`config.mk`:
```
export PLATFORM = sky130hd
export DESIGN_NAME = bus_interconnect
export DESIGN_NICKNAME = d
export VERILOG_FILES = /design/src/hw/bus_pkg.sv /design/src/hw/boot_loader_seq.sv /design/src/hw/req_decode.sv /design/src/hw/resp_select.sv /design/src/hw/host_mailbox.sv /design/src/hw/bus_interconnect.sv
export SDC_FILE = /design/constraint.sdc
export NUM_CORES = 1
export LEC_CHECK = 0
export BUFFER_PORTS_ARGS = -buffer_cell sky130_fd_sc_hd__buf_2
export CAP_MARGIN = 20
export CORE_AREA = 2 2 233 235
export CTS_CLUSTER_SIZE = 8
export DETAILED_ROUTE_END_ITERATION = 16
export DIE_AREA = 0 0 235 237
export PLACE_DENSITY_LB_ADDON = 0.12
export SKIP_CTS_REPAIR_TIMING = 1
export SLEW_MARGIN = 5
export SYNTH_ARGS = -nofsm -noshare
export SYNTH_HDL_FRONTEND = slang
export SYNTH_SLANG_ARGS = --single-unit
```
`constraint.sdc`:
```
create_clock -name CLK -period 2 [get_ports CLK]
set_input_delay 0 -clock CLK [delete_from_list [all_inputs] [get_ports CLK]]
set_output_delay 0 -clock CLK [all_outputs]
set_load 0.01 [all_outputs]
```
`src/hw/bus_pkg.sv`:
```
// --------------------------------------------------------------------------
// Shared definitions of the memory-side interconnect: data widths, device
// codes, mailbox commands, load and store size codes, request and tag
// structs and the boot phase enum
// --------------------------------------------------------------------------
package bus_pkg;

    // Widths with a meaning of their own
    typedef logic [31:0]  addr_t;
    typedef logic [31:0]  word_t;
    typedef logic [127:0] line_t;
    typedef logic [3:0]   dev_t;
    typedef logic [2:0]   funct3_t;
    typedef logic [27:0]  offset_t;

    // Device code in address bits 31..28
    localparam dev_t DEV_DRAM_LO = 4'h0;
    localparam dev_t DEV_VIRTIO  = 4'h4;
    localparam dev_t DEV_PLIC    = 4'h5;
    localparam dev_t DEV_CLINT   = 4'h6;
    localparam dev_t DEV_DRAM    = 4'h8;

    // Framebuffer sub-index in bits 27..24 of the VirtIO window
    localparam logic [3:0] VIRT_FB = 4'h5;

    // DRAM is 128 MiB, so only the low 27 address bits reach it
    localparam addr_t DRAM_ADDR_MASK = 32'h07ff_ffff;

    // To-host mailbox
    localparam addr_t       TOHOST_ADDR    = 32'h4000_8000;
    localparam logic [15:0] CMD_PRINT_CHAR = 16'h0101;
    localparam logic [15:0] CMD_POWER_OFF  = 16'h0002;

    // Load and store size codes, bit 2 marks an unsigned load
    localparam funct3_t FUNCT3_LB  = 3'b000;
    localparam funct3_t FUNCT3_LH  = 3'b001;
    localparam funct3_t FUNCT3_LW  = 3'b010;
    localparam funct3_t FUNCT3_LBU = 3'b100;
    localparam funct3_t FUNCT3_LHU = 3'b101;
    localparam funct3_t FUNCT3_SW  = 3'b010;

    // CPU data request
    typedef struct packed {
        addr_t   addr;
        word_t   wdata;
        funct3_t funct3;
        logic    we;
        logic    re;
    } cpu_req_t;

    // Request on the DRAM port
    typedef struct packed {
        addr_t   addr;
        word_t   wdata;
        funct3_t funct3;
        logic    we;
        logic    re;
    } dram_req_t;

    // Write from the SD card loader
    typedef struct packed {
        word_t data;
        logic  we;
    } loader_wr_t;

    // What the second stage needs to know about last cycle's request
    typedef struct packed {
        dev_t       dev;
        logic [3:0] virt;
        logic [3:0] byte_off;
        funct3_t    funct3;
        logic       is_dram;
    } resp_tag_t;

    typedef enum logic [1:0] {
        BOOT_RESET,
        BOOT_LOAD_BBL,
        BOOT_LOAD_DTB,
        BOOT_DONE
    } boot_phase_e;

endpackage

```
`src/hw/boot_loader_seq.sv`:
```
// --------------------------------------------------------------------------
// Boot phase FSM: kernel image load, device tree load, then done
// Loader address counter for both images
// --------------------------------------------------------------------------
`timescale 1ns/10ps

module boot_loader_seq #(
    parameter int unsigned BBL_SIZE  = 32'h0040_0000,
    parameter int unsigned DTB_START = 32'h0080_0000,
    parameter int unsigned DTB_SIZE  = 32'h0000_2000
) (
    input  logic                 CLK,
    input  logic                 reset,
    input  logic                 loader_we,
    output bus_pkg::boot_phase_e phase,
    output bus_pkg::addr_t       load_addr,
    output logic                 init_start,
    output logic                 init_done
);

    // Word address of the last write of each image
    // BBL_SIZE counts the device tree as well, which goes elsewhere
    localparam bus_pkg::addr_t BBL_LAST = bus_pkg::addr_t'(BBL_SIZE - DTB_SIZE - 4);
    localparam bus_pkg::addr_t DTB_LAST = bus_pkg::addr_t'(DTB_START + DTB_SIZE - 4);

    always_ff @(posedge CLK) begin
        if (reset) begin
            phase      <= bus_pkg::BOOT_RESET;
            load_addr  <= '0;
            init_start <= 1'b0;
        end else begin
            case (phase)
                bus_pkg::BOOT_RESET: begin
                    phase <= bus_pkg::BOOT_LOAD_BBL;
                end
                bus_pkg::BOOT_LOAD_BBL: begin
                    if (loader_we) begin
                        init_start <= 1'b1;
                        if (load_addr == BBL_LAST) begin
                            // Device tree has its own base
                            phase     <= bus_pkg::BOOT_LOAD_DTB;
                            load_addr <= bus_pkg::addr_t'(DTB_START);
                        end else begin
                            load_addr <= load_addr + 32'd4;
                        end
                    end
                end
                bus_pkg::BOOT_LOAD_DTB: begin
                    if (loader_we) begin
                        load_addr <= load_addr + 32'd4;
                        if (load_addr == DTB_LAST) begin
                            phase <= bus_pkg::BOOT_DONE;
                        end
                    end
                end
                bus_pkg::BOOT_DONE: begin
                    phase <= bus_pkg::BOOT_DONE;
                end
                default: begin
                    phase <= bus_pkg::BOOT_RESET;
                end
            endcase
        end
    end

    assign init_done = (phase == bus_pkg::BOOT_DONE);

endmodule

```
`src/hw/req_decode.sv`:
```
// --------------------------------------------------------------------------
// First pipeline stage: address decode, DRAM port mux between loader
// and CPU, PLIC / CLINT / framebuffer strobes, registered response tag
// --------------------------------------------------------------------------
`timescale 1ns/10ps

module req_decode (
    input  logic                 CLK,
    input  logic                 reset,
    input  bus_pkg::cpu_req_t    cpu,
    input  bus_pkg::loader_wr_t  loader,
    input  bus_pkg::boot_phase_e phase,
    input  bus_pkg::addr_t       load_addr,
    input  logic                 dram_busy,
    output bus_pkg::dram_req_t   dram,
    output logic                 plic_we,
    output logic                 plic_re,
    output logic                 clint_we,
    output logic                 fb_we,
    output bus_pkg::word_t       dev_wdata,
    output bus_pkg::offset_t     offset,
    output bus_pkg::resp_tag_t   tag,
    output logic                 busy
);

    bus_pkg::dev_t      dev;
    logic [3:0]         virt;
    logic               dram_sel;
    logic               loading;
    logic               boot_done;
    bus_pkg::resp_tag_t tag_next;

    assign dev  = cpu.addr[31:28];
    assign virt = cpu.addr[27:24];

    // Two windows alias onto the same DRAM
    assign dram_sel = (dev == bus_pkg::DEV_DRAM) || (dev == bus_pkg::DEV_DRAM_LO);

    assign loading   = (phase == bus_pkg::BOOT_LOAD_BBL) ||
                       (phase == bus_pkg::BOOT_LOAD_DTB);
    assign boot_done = (phase == bus_pkg::BOOT_DONE);

    // DRAM port
    always_comb begin
        if (loading) begin
            // Loader owns the port, so dram_busy does not hold it off
            dram.addr   = load_addr;
            dram.wdata  = loader.data;
            dram.funct3 = bus_pkg::FUNCT3_SW;
            dram.we     = loader.we;
            dram.re     = 1'b0;
        end else begin
            dram.addr   = cpu.addr & bus_pkg::DRAM_ADDR_MASK;
            dram.wdata  = cpu.wdata;
            dram.funct3 = cpu.funct3;
            // CPU request is dropped while DRAM is busy; it sees busy and retries
            dram.we     = boot_done && dram_sel && cpu.we && !dram_busy;
            dram.re     = boot_done && dram_sel && cpu.re && !dram_busy;
        end
    end

    // Device strobes, same cycle as the request
    assign plic_we  = boot_done && (dev == bus_pkg::DEV_PLIC) && cpu.we;
    assign plic_re  = boot_done && (dev == bus_pkg::DEV_PLIC) && cpu.re;
    assign clint_we = boot_done && (dev == bus_pkg::DEV_CLINT) && cpu.we;
    assign fb_we    = boot_done && (dev == bus_pkg::DEV_VIRTIO) &&
                      (virt == bus_pkg::VIRT_FB) && cpu.we;

    assign dev_wdata = cpu.wdata;
    assign offset    = cpu.addr[27:0];

    assign busy = dram_busy || !boot_done;

    // Tag for the response stage, one request per cycle
    always_comb begin
        tag_next.dev      = dev;
        tag_next.virt     = virt;
        tag_next.byte_off = cpu.addr[3:0];
        tag_next.funct3   = cpu.funct3;
        tag_next.is_dram  = dram_sel;
    end

    always_ff @(posedge CLK) begin
        if (reset) begin
            tag <= '0;
        end else begin
            tag <= tag_next;
        end
    end

endmodule

```
`src/hw/resp_select.sv`:
```
// --------------------------------------------------------------------------
// Second pipeline stage: load extraction from the 128-bit DRAM line
// and read data mux for PLIC, CLINT and framebuffer
// --------------------------------------------------------------------------
`timescale 1ns/10ps

module resp_select (
    input  bus_pkg::resp_tag_t tag,
    input  bus_pkg::line_t     dram_rdata,
    input  bus_pkg::word_t     plic_rdata,
    input  bus_pkg::word_t     clint_rdata,
    input  bus_pkg::word_t     fb_rdata,
    output bus_pkg::line_t     rdata,
    output logic               rdata_is_dram
);

    bus_pkg::line_t shifted;
    bus_pkg::word_t raw;
    bus_pkg::word_t load_word;
    bus_pkg::word_t dev_word;
    logic           narrow;

    // Bring the addressed byte down to bit 0
    assign shifted = dram_rdata >> {tag.byte_off, 3'b000};
    assign raw     = shifted[31:0];

    always_comb begin
        narrow = 1'b1;
        case (tag.funct3)
            bus_pkg::FUNCT3_LB:  load_word = {{24{raw[7]}}, raw[7:0]};
            bus_pkg::FUNCT3_LBU: load_word = {24'h0, raw[7:0]};
            bus_pkg::FUNCT3_LH:  load_word = {{16{raw[15]}}, raw[15:0]};
            bus_pkg::FUNCT3_LHU: load_word = {16'h0, raw[15:0]};
            default: begin
                load_word = raw;
                narrow    = 1'b0;
            end
        endcase
    end

    // Device read data, unmapped devices read zero
    always_comb begin
        case (tag.dev)
            bus_pkg::DEV_PLIC:  dev_word = plic_rdata;
            bus_pkg::DEV_CLINT: dev_word = clint_rdata;
            bus_pkg::DEV_VIRTIO: begin
                if (tag.virt == bus_pkg::VIRT_FB) begin
                    dev_word = fb_rdata;
                end else begin
                    dev_word = '0;
                end
            end
            default:            dev_word = '0;
        endcase
    end

    // Word loads get the raw line, the CPU picks its word itself
    // Narrow loads get the extended value in the low word
    always_comb begin
        if (tag.is_dram) begin
            if (narrow) begin
                rdata = {dram_rdata[127:32], load_word};
            end else begin
                rdata = dram_rdata;
            end
        end else begin
            rdata = {96'h0, dev_word};
        end
    end

    assign rdata_is_dram = tag.is_dram;

endmodule

```
`src/hw/host_mailbox.sv`:
```
// --------------------------------------------------------------------------
// To-host mailbox register
// Print-character pulse and sticky power-off flag
// --------------------------------------------------------------------------
`timescale 1ns/10ps

module host_mailbox (
    input  logic              CLK,
    input  logic              reset,
    input  bus_pkg::cpu_req_t cpu,
    output logic              print_we,
    output logic [7:0]        print_char,
    output logic              finish
);

    bus_pkg::word_t tohost;
    logic           cmd_print;
    logic           cmd_off;

    assign cmd_print = (tohost[31:16] == bus_pkg::CMD_PRINT_CHAR);
    assign cmd_off   = (tohost[31:16] == bus_pkg::CMD_POWER_OFF);

    always_ff @(posedge CLK) begin
        if (reset) begin
            tohost   <= '0;
            print_we <= 1'b0;
            finish   <= 1'b0;
        end else begin
            if (cpu.we && (cpu.addr == bus_pkg::TOHOST_ADDR)) begin
                tohost <= cpu.wdata;
            end else if (cmd_print) begin
                // Character consumed
                tohost <= '0;
            end
            print_we <= cmd_print;
            // Stays set until reset
            if (cmd_off) begin
                finish <= 1'b1;
            end
        end
    end

    always_ff @(posedge CLK) begin
        if (cmd_print) begin
            print_char <= tohost[7:0];
        end
    end

endmodule

```
`src/hw/bus_interconnect.sv`:
```
// --------------------------------------------------------------------------
// Interconnect top level: boot sequencer, request decode stage,
// response select stage and to-host mailbox
// --------------------------------------------------------------------------
`timescale 1ns/10ps

module bus_interconnect #(
    parameter int unsigned BBL_SIZE  = 32'h0040_0000,
    parameter int unsigned DTB_START = 32'h0080_0000,
    parameter int unsigned DTB_SIZE  = 32'h0000_2000
) (
    input  logic                CLK,
    input  logic                reset,
    input  bus_pkg::cpu_req_t   cpu,
    input  bus_pkg::loader_wr_t loader,
    input  logic                dram_busy,
    input  bus_pkg::line_t      dram_rdata,
    input  bus_pkg::word_t      plic_rdata,
    input  bus_pkg::word_t      clint_rdata,
    input  bus_pkg::word_t      fb_rdata,
    output bus_pkg::dram_req_t  dram,
    output logic                plic_we,
    output logic                plic_re,
    output logic                clint_we,
    output logic                fb_we,
    output bus_pkg::word_t      dev_wdata,
    output bus_pkg::offset_t    offset,
    output bus_pkg::line_t      rdata,
    output logic                rdata_is_dram,
    output logic                print_we,
    output logic [7:0]          print_char,
    output logic                finish,
    output logic                init_start,
    output logic                init_done,
    output logic                busy
);

    bus_pkg::boot_phase_e phase;
    bus_pkg::addr_t       load_addr;
    bus_pkg::resp_tag_t   tag;

    boot_loader_seq #(
        .BBL_SIZE  (BBL_SIZE),
        .DTB_START (DTB_START),
        .DTB_SIZE  (DTB_SIZE)
    ) boot_loader_seq_i (
        .CLK        (CLK),
        .reset      (reset),
        .loader_we  (loader.we),
        .phase      (phase),
        .load_addr  (load_addr),
        .init_start (init_start),
        .init_done  (init_done)
    );

    req_decode req_decode_i (
        .CLK       (CLK),
        .reset     (reset),
        .cpu       (cpu),
        .loader    (loader),
        .phase     (phase),
        .load_addr (load_addr),
        .dram_busy (dram_busy),
        .dram      (dram),
        .plic_we   (plic_we),
        .plic_re   (plic_re),
        .clint_we  (clint_we),
        .fb_we     (fb_we),
        .dev_wdata (dev_wdata),
        .offset    (offset),
        .tag       (tag),
        .busy      (busy)
    );

    // Consumes the tag registered one cycle earlier
    resp_select resp_select_i (
        .tag           (tag),
        .dram_rdata    (dram_rdata),
        .plic_rdata    (plic_rdata),
        .clint_rdata   (clint_rdata),
        .fb_rdata      (fb_rdata),
        .rdata         (rdata),
        .rdata_is_dram (rdata_is_dram)
    );

    host_mailbox host_mailbox_i (
        .CLK        (CLK),
        .reset      (reset),
        .cpu        (cpu),
        .print_we   (print_we),
        .print_char (print_char),
        .finish     (finish)
    );

endmodule

```
# Yosys cells after proc, flatten, opt, wreduce, memory -nomap -nowiden
# Index checks and enable logic that the tools add are counted.
[word_totals]
output_inout_bits = 275
inputBits = 329
ff_bits = 93
[classes]
shift = 1
eq_ne = 24
n_reduce_logical = 28
n_addsub = 1
muxes = 18
[ops]
columns = ["operator", "count"]
rows = [
  ["$mux 32", 7],
  ["$mux 128", 1],
  ["$pmux 32 s4", 1],
  ["$shr 128x7->32", 1],
  ["$pmux 32 s3", 1],
  ["$mux 69", 1],
  ["$pmux 32 s2", 1],
  ["$add 32x3->32 const B", 1],
  ["$eq 32x22->1 const B", 1],
  ["$eq 32x24->1 const B", 1],
  ["$eq 32x31->1 const B", 1],
  ["$eq 4x3->1 const B", 8],
  ["$eq 16x2->1 const B", 1],
  ["$eq 16x9->1 const B", 1],
  ["$logic_and 1x1->1", 14],
  ["$mux 2", 4],
  ["$pmux 2 s4", 1],
  ["$eq 3x3->1 const B", 2],
  ["$eq 2x2->1 const B", 2],
  ["$eq 4x4->1 const B", 1],
  ["$logic_not 4->1", 1],
  ["$ne 2x1->1 const B", 2],
  ["$ne 2x2->1 const B", 2],
  ["$reduce_and 4->1", 1],
  ["other kinds (11)", 15],
]

# Logic depth before layout (Yosys ltp)
[depth]
ltp_word = 6
depth_mapped = 9

# By module
# A second synthesis with hierarchy kept.
[unflattened]
hier_cells = 972
area_unflattened_um2 = 8730.9
[modules_own_cells]
columns = ["module", "cells_per_inst", "area_each_um2", "n_inst", "seq_area_each_um2"]
rows = [
  ["resp_select", 429, 3629.7, 1, 0.0],
  ["req_decode", 181, 1769.2, 1, 320.3],
  ["boot_loader_seq", 203, 1704.1, 1, 660.6],
  ["host_mailbox", 159, 1627.8, 1, 760.7],
]

# Worst setup path after synthesis
# Ideal clock, no wire load.
[synth_path]
kind = "register to output"
start = "reg req_decode_i.tag[5] (netlist name)"
end = "out rdata[5]"
path_stages_with_launch = 7
path_slack_ps = -55
required_time_ps = 2000
n_path_buf = 3
arrival_time_ps = 2055
cell_sequence = "dfxtp_1 buf_2 buf_2 buf_1 mux4_2 a221o_1 a221o_1"
[synth_between]
elab_chain_cells = 4
[synth_lines]
columns = ["element", "line", "source"]
rows = [
  ["$shr 128x7->32", "resp_select.sv:24", "assign shifted = dram_rdata >> {tag.byte_off, 3'b000};"],
  ["$pmux 32 s4", "resp_select.sv:29", "case (tag.funct3)"],
  ["$mux 32", "resp_select.sv:61", "if (narrow) begin"],
  ["$mux 128", "resp_select.sv:60", "if (tag.is_dram) begin"],
  ["to (decl)", "bus_interconnect.sv:28", "output bus_pkg::line_t rdata,"],
]
# Every way passes these cells.

# Worst setup path after layout
[layout_path]
start = "reg req_decode_i.tag[4] (netlist name)"
end = "out rdata[6]"
[layout_between]
elab_chain_cells = 4
[layout_lines]
columns = ["element", "line"]
rows = [
  ["$shr 128x7->32", "resp_select.sv:24"],
  ["$pmux 32 s4", "resp_select.sv:29"],
  ["$mux 32", "resp_select.sv:61"],
  ["$mux 128", "resp_select.sv:60"],
]
# Every way passes these cells.

==> results.json <==
{
  "outcome": "finished with violations",
  "failed_checks": "negative setup slack",
  "finalHoldViolCount": 0,
  "register_area_sq_mm": 0.00176,
  "dp_hpwl_um": 43400,
  "hold_path_class": "in -> reg",
  "die_x_um": 235,
  "cell_breakdown_of_the_critical_path": "buf_8 -> mux4_2 -> nor2b_4 -> a41o_1 -> a221o_1 -> a221o_1 -> buf_2",
  "placed_cells": 2236,
  "min-delay-start": "loader[0]",
  "vias": 10200,
  "min_to": "boot_loader_seq_i.load_addr[23]$_SDFFE_PP0P_",
  "dpl_worst_slack_ps": -337,
  "drt-initial-drc-count": 467,
  "worstSetupEndpointType": "output pin",
  "synth.lib_cells_used.distinct": 57,
  "vdd.ir_drop.worst_mv": 0.571,
  "timing.reg2reg.setup_slack_ps": 80,
  "fmaxAchievable_mhz": 381,
  "cts_htree_levels": 3,
  "hold_path_depth": 3,
  "layout-area-overhead-vs-synth_pct": 69.8,
  "timing.setup.tns_ps": -14730,
  "gr-usage-all-layers_pct": 17.4,
  "crit-reg2reg-launch": "boot_loader_seq_i.phase[0]$_SDFFE_PP0P_",
  "timing.critical_path.fanout_max": 6,
  "postSynth.topFlopCell": "sky130_fd_sc_hd__dfxtp_1",
  "syn_nets": 1284,
  "tritoncts.num_buffers": 9,
  "rr_endpoint": "boot_loader_seq_i.load_addr[27]$_SDFFE_PP0P_",
  "synth-seq-area-share_pct": 21.2,
  "timing.critical_path.slowest_stage_cell": "sky130_fd_sc_hd__mux4_2",
  "worst_slew_margin_rel_pct": 46.3,
  "crit_required_ps": 2000,
  "clock_insertion_delay_worst_skew_ps": 340,
  "criticalPathCategory": "reg -> out",
  "cap_viol_max_count": 0,
  "worst_slew_pin_slew_ps": 802,
  "yosys_register_bits": 83,
  "drive_gt1_share_pct": 57.8,
  "total_area_of_multi_input_combinational_cells_sq_mm": 0.00593,
  "yosys_warnings": 0,
  "worst_path_largest_cell_delay_ps": 500,
  "report.power.total_w": 0.00860,
  "fp.coreArea_sq_mm": 0.0533,
  "smallest_setup_slack_after_layout_ps": -625,
  "drcViolationCount": 0,
  "first_global_vias": 9989,
  "grt_antenna_before_repair": 8,
  "stdcell_count": 2314,
  "die_h_um": 237,
  "postSynthAreaPerCell_sq_um": 8.67,
  "setup_repair_after_global_routing_missed_its_margin": "true",
  "p_per_area_mw_per_mm2": 616,
  "grt_remaining_overflow": 0,
  "slew_violations": 0,
  "start_util_pct": 15.4,
  "clk_pin_slew_worst_paths_ps": 60,
  "synth-edff-count": 8,
  "final_period_minus_worst_setup_slack_ps": 2620,
  "cts.sink_count": 83,
  "grt_start_max_net_pins": 68,
  "postRouteAntennaNets": 0,
  "firstDrtPassIters": 5,
  "gp_congestion": 0.896,
  "final.setup_skew_ps": 6.58,
  "timing.critical_path.mode_cell": "sky130_fd_sc_hd__a221o_1",
  "final.fill_count": 5873,
  "finish.net_count": 1946,
  "syn_inst": 948,
  "timing.critical_path.from_type": "register",
  "rows": 85,
  "cts_root_buffer": "sky130_fd_sc_hd__clkbuf_16",
  "portBuffers": 603,
  "overall_routed_net_length_um": 53300,
  "power_leakage_nw": 6.55,
  "timing.final.crit_share_pct": 131,
  "route.detailed.vias_per_inst": 4.43,
  "boundaryPins": 604,
  "timing.final.setup_violations": 32,
  "arrival_ps": 2620,
  "grt_pass1_wl_um": 70900,
  "worst_r2r_path_depth": 8,
  "layout.core_utilization_pct": 26.2,
  "mappedNetlistArea_sq_mm": 0.00822,
  "cts_tree": "done",
  "async_s_r_ff_share_synth_pct": 0,
  "design.die.area_sq_mm": 0.0557,
  "avgRoutedWirePerCell_um": 23.0,
  "cts_buffer_depth": 2
}
area by class of cell:
cell class / count / share of cell area (%)
Inverter: 9 / 0.260
Tap cell: 696 / 6.24
Sequential cell: 83 / 12.6
Timing Repair Buffer: 792 / 35.9
Clock buffer: 10 / 1.64
Multi-Input combinational cell: 715 / 42.5
Antenna cell: 3 / 0.0538
Clock inverter: 6 / 0.745
state kept, by name (all words and copies together) (netlist names):
| register | cells |
|---|---|
| boot_loader_seq_i.phase | 2 |
| req_decode_i.tag | 16 |
| boot_loader_seq_i.load_addr | 30 |
| host_mailbox_i.finish | 1 |
| host_mailbox_i.tohost | 24 |
| host_mailbox_i.print_char | 8 |
| host_mailbox_i.print_we | 1 |
| boot_loader_seq_i.init_start | 1 |
cell usage after synthesis, types with 8 or more instances:
library cell                  n  area, sq um
sky130_fd_sc_hd__and2_1     105          657
sky130_fd_sc_hd__dfxtp_1     75         1500
sky130_fd_sc_hd__mux2_2      69          777
sky130_fd_sc_hd__nand2_1     67          251
sky130_fd_sc_hd__nor2_1      66          248
sky130_fd_sc_hd__buf_4       65          488
sky130_fd_sc_hd__clkbuf_1    54          203
sky130_fd_sc_hd__mux4_2      43          968
sky130_fd_sc_hd__nand3_1     43          215
sky130_fd_sc_hd__nor2b_1     37          231
sky130_fd_sc_hd__a21oi_1     35          175
sky130_fd_sc_hd__a222oi_1    32          320
sky130_fd_sc_hd__a2bb2oi_1   32          280
sky130_fd_sc_hd__nor4_1      23          144
sky130_fd_sc_hd__xnor2_1     21          184
sky130_fd_sc_hd__nor3_1      16         80.1
sky130_fd_sc_hd__a221o_1     14          140
sky130_fd_sc_hd__mux2i_1     14          140
sky130_fd_sc_hd__buf_2       11         55.1
sky130_fd_sc_hd__inv_1        9         33.8
sky130_fd_sc_hd__a22oi_1      8         60.1
sky130_fd_sc_hd__edfxtp_1     8          240
logic make-up after synthesis:
group / synth area share [%]
adder cells (fa/ha/maj): 1.07
multiplexers: 23.1
flip-flops: 21.2
AND/OR/NAND/NOR: 25.9
AO/OA/AOI/OAI: 15.4
XOR/XNOR: 2.98
buffers and inverters: 10.4
per-stage QoR:
step / area [sq um] / hold slack [ps]
finish: 13900 / 21.6
global route: 13900 / 15.1
CTS: 12800 / -112
detailed placement: 12500 / 208
global placement: 12500 / 213
floorplan: 8220 / 51.0
how the worst max path moves through the flow:
stage,depth (start not counted),end,from
after CTS,9,rdata[0],req_decode_i.tag[11]$_SDFF_PP0_
after detailed placement,9,rdata[0],req_decode_i.tag[11]$_SDFF_PP0_
final,7,rdata[6],req_decode_i.tag[4]$_SDFF_PP0_
after floorplan,7,rdata[22],req_decode_i.tag[6]$_SDFF_PP0_
after global routing,8,rdata[2],req_decode_i.tag[4]$_SDFF_PP0_
after global placement,9,rdata[0],req_decode_i.tag[11]$_SDFF_PP0_
layout by cell type (no fill, tap or decap), drive strengths merged, types with 8 or more instances in the layout:
master / instances
a21oi: 35
a221o: 14
a222oi: 32
a22oi: 8
a2bb2oi: 32
and2: 105
buf: 755
clkbuf: 14
dfxtp: 75
dlygate4sd3: 33
edfxtp: 8
inv: 9
mux2: 70
mux2i: 14
mux4: 43
nand2: 67
nand3: 43
nor2: 66
nor2b: 37
nor3: 16
nor4: 24
xnor2: 21
per-layer routing:
metal / vias to the layer above / global-route usage (%) / wire length [um]
li1: 4798 / - / -
met3: 48 / 2.37 / 2520
met4: 6 / 4.85 / 1210
met2: 443 / 34.1 / 29000
met5: - / 0 / 36
met1: 4954 / 19.3 / 20500
power by group:
| part | leakage (nW) | total (W) | switching (W) | internal (W) |
|---|---|---|---|---|
| combinational | 5.68 | 0.00491 | 0.00230 | 0.00262 |
| clock | 0.164 | 0.00191 | 0.000696 | 0.00121 |
| sequential | 0.705 | 0.00177 | 0.0000478 | 0.00173 |
| total | 6.55 | 0.00860 | 0.00304 | 0.00556 |
critical path: cells and delay by family, from the launching register on:
| family | cells | cell delay, ps |
|---|---|---|
| buffers and inverters | 2 | 320 |
| and+or+nand+nor | 1 | 130 |
| muxes | 1 | 500 |
| DFF | 1 | 380 |
| AOI/OAI and AO/OA | 3 | 940 |
(Power assumes the default switching activity.)
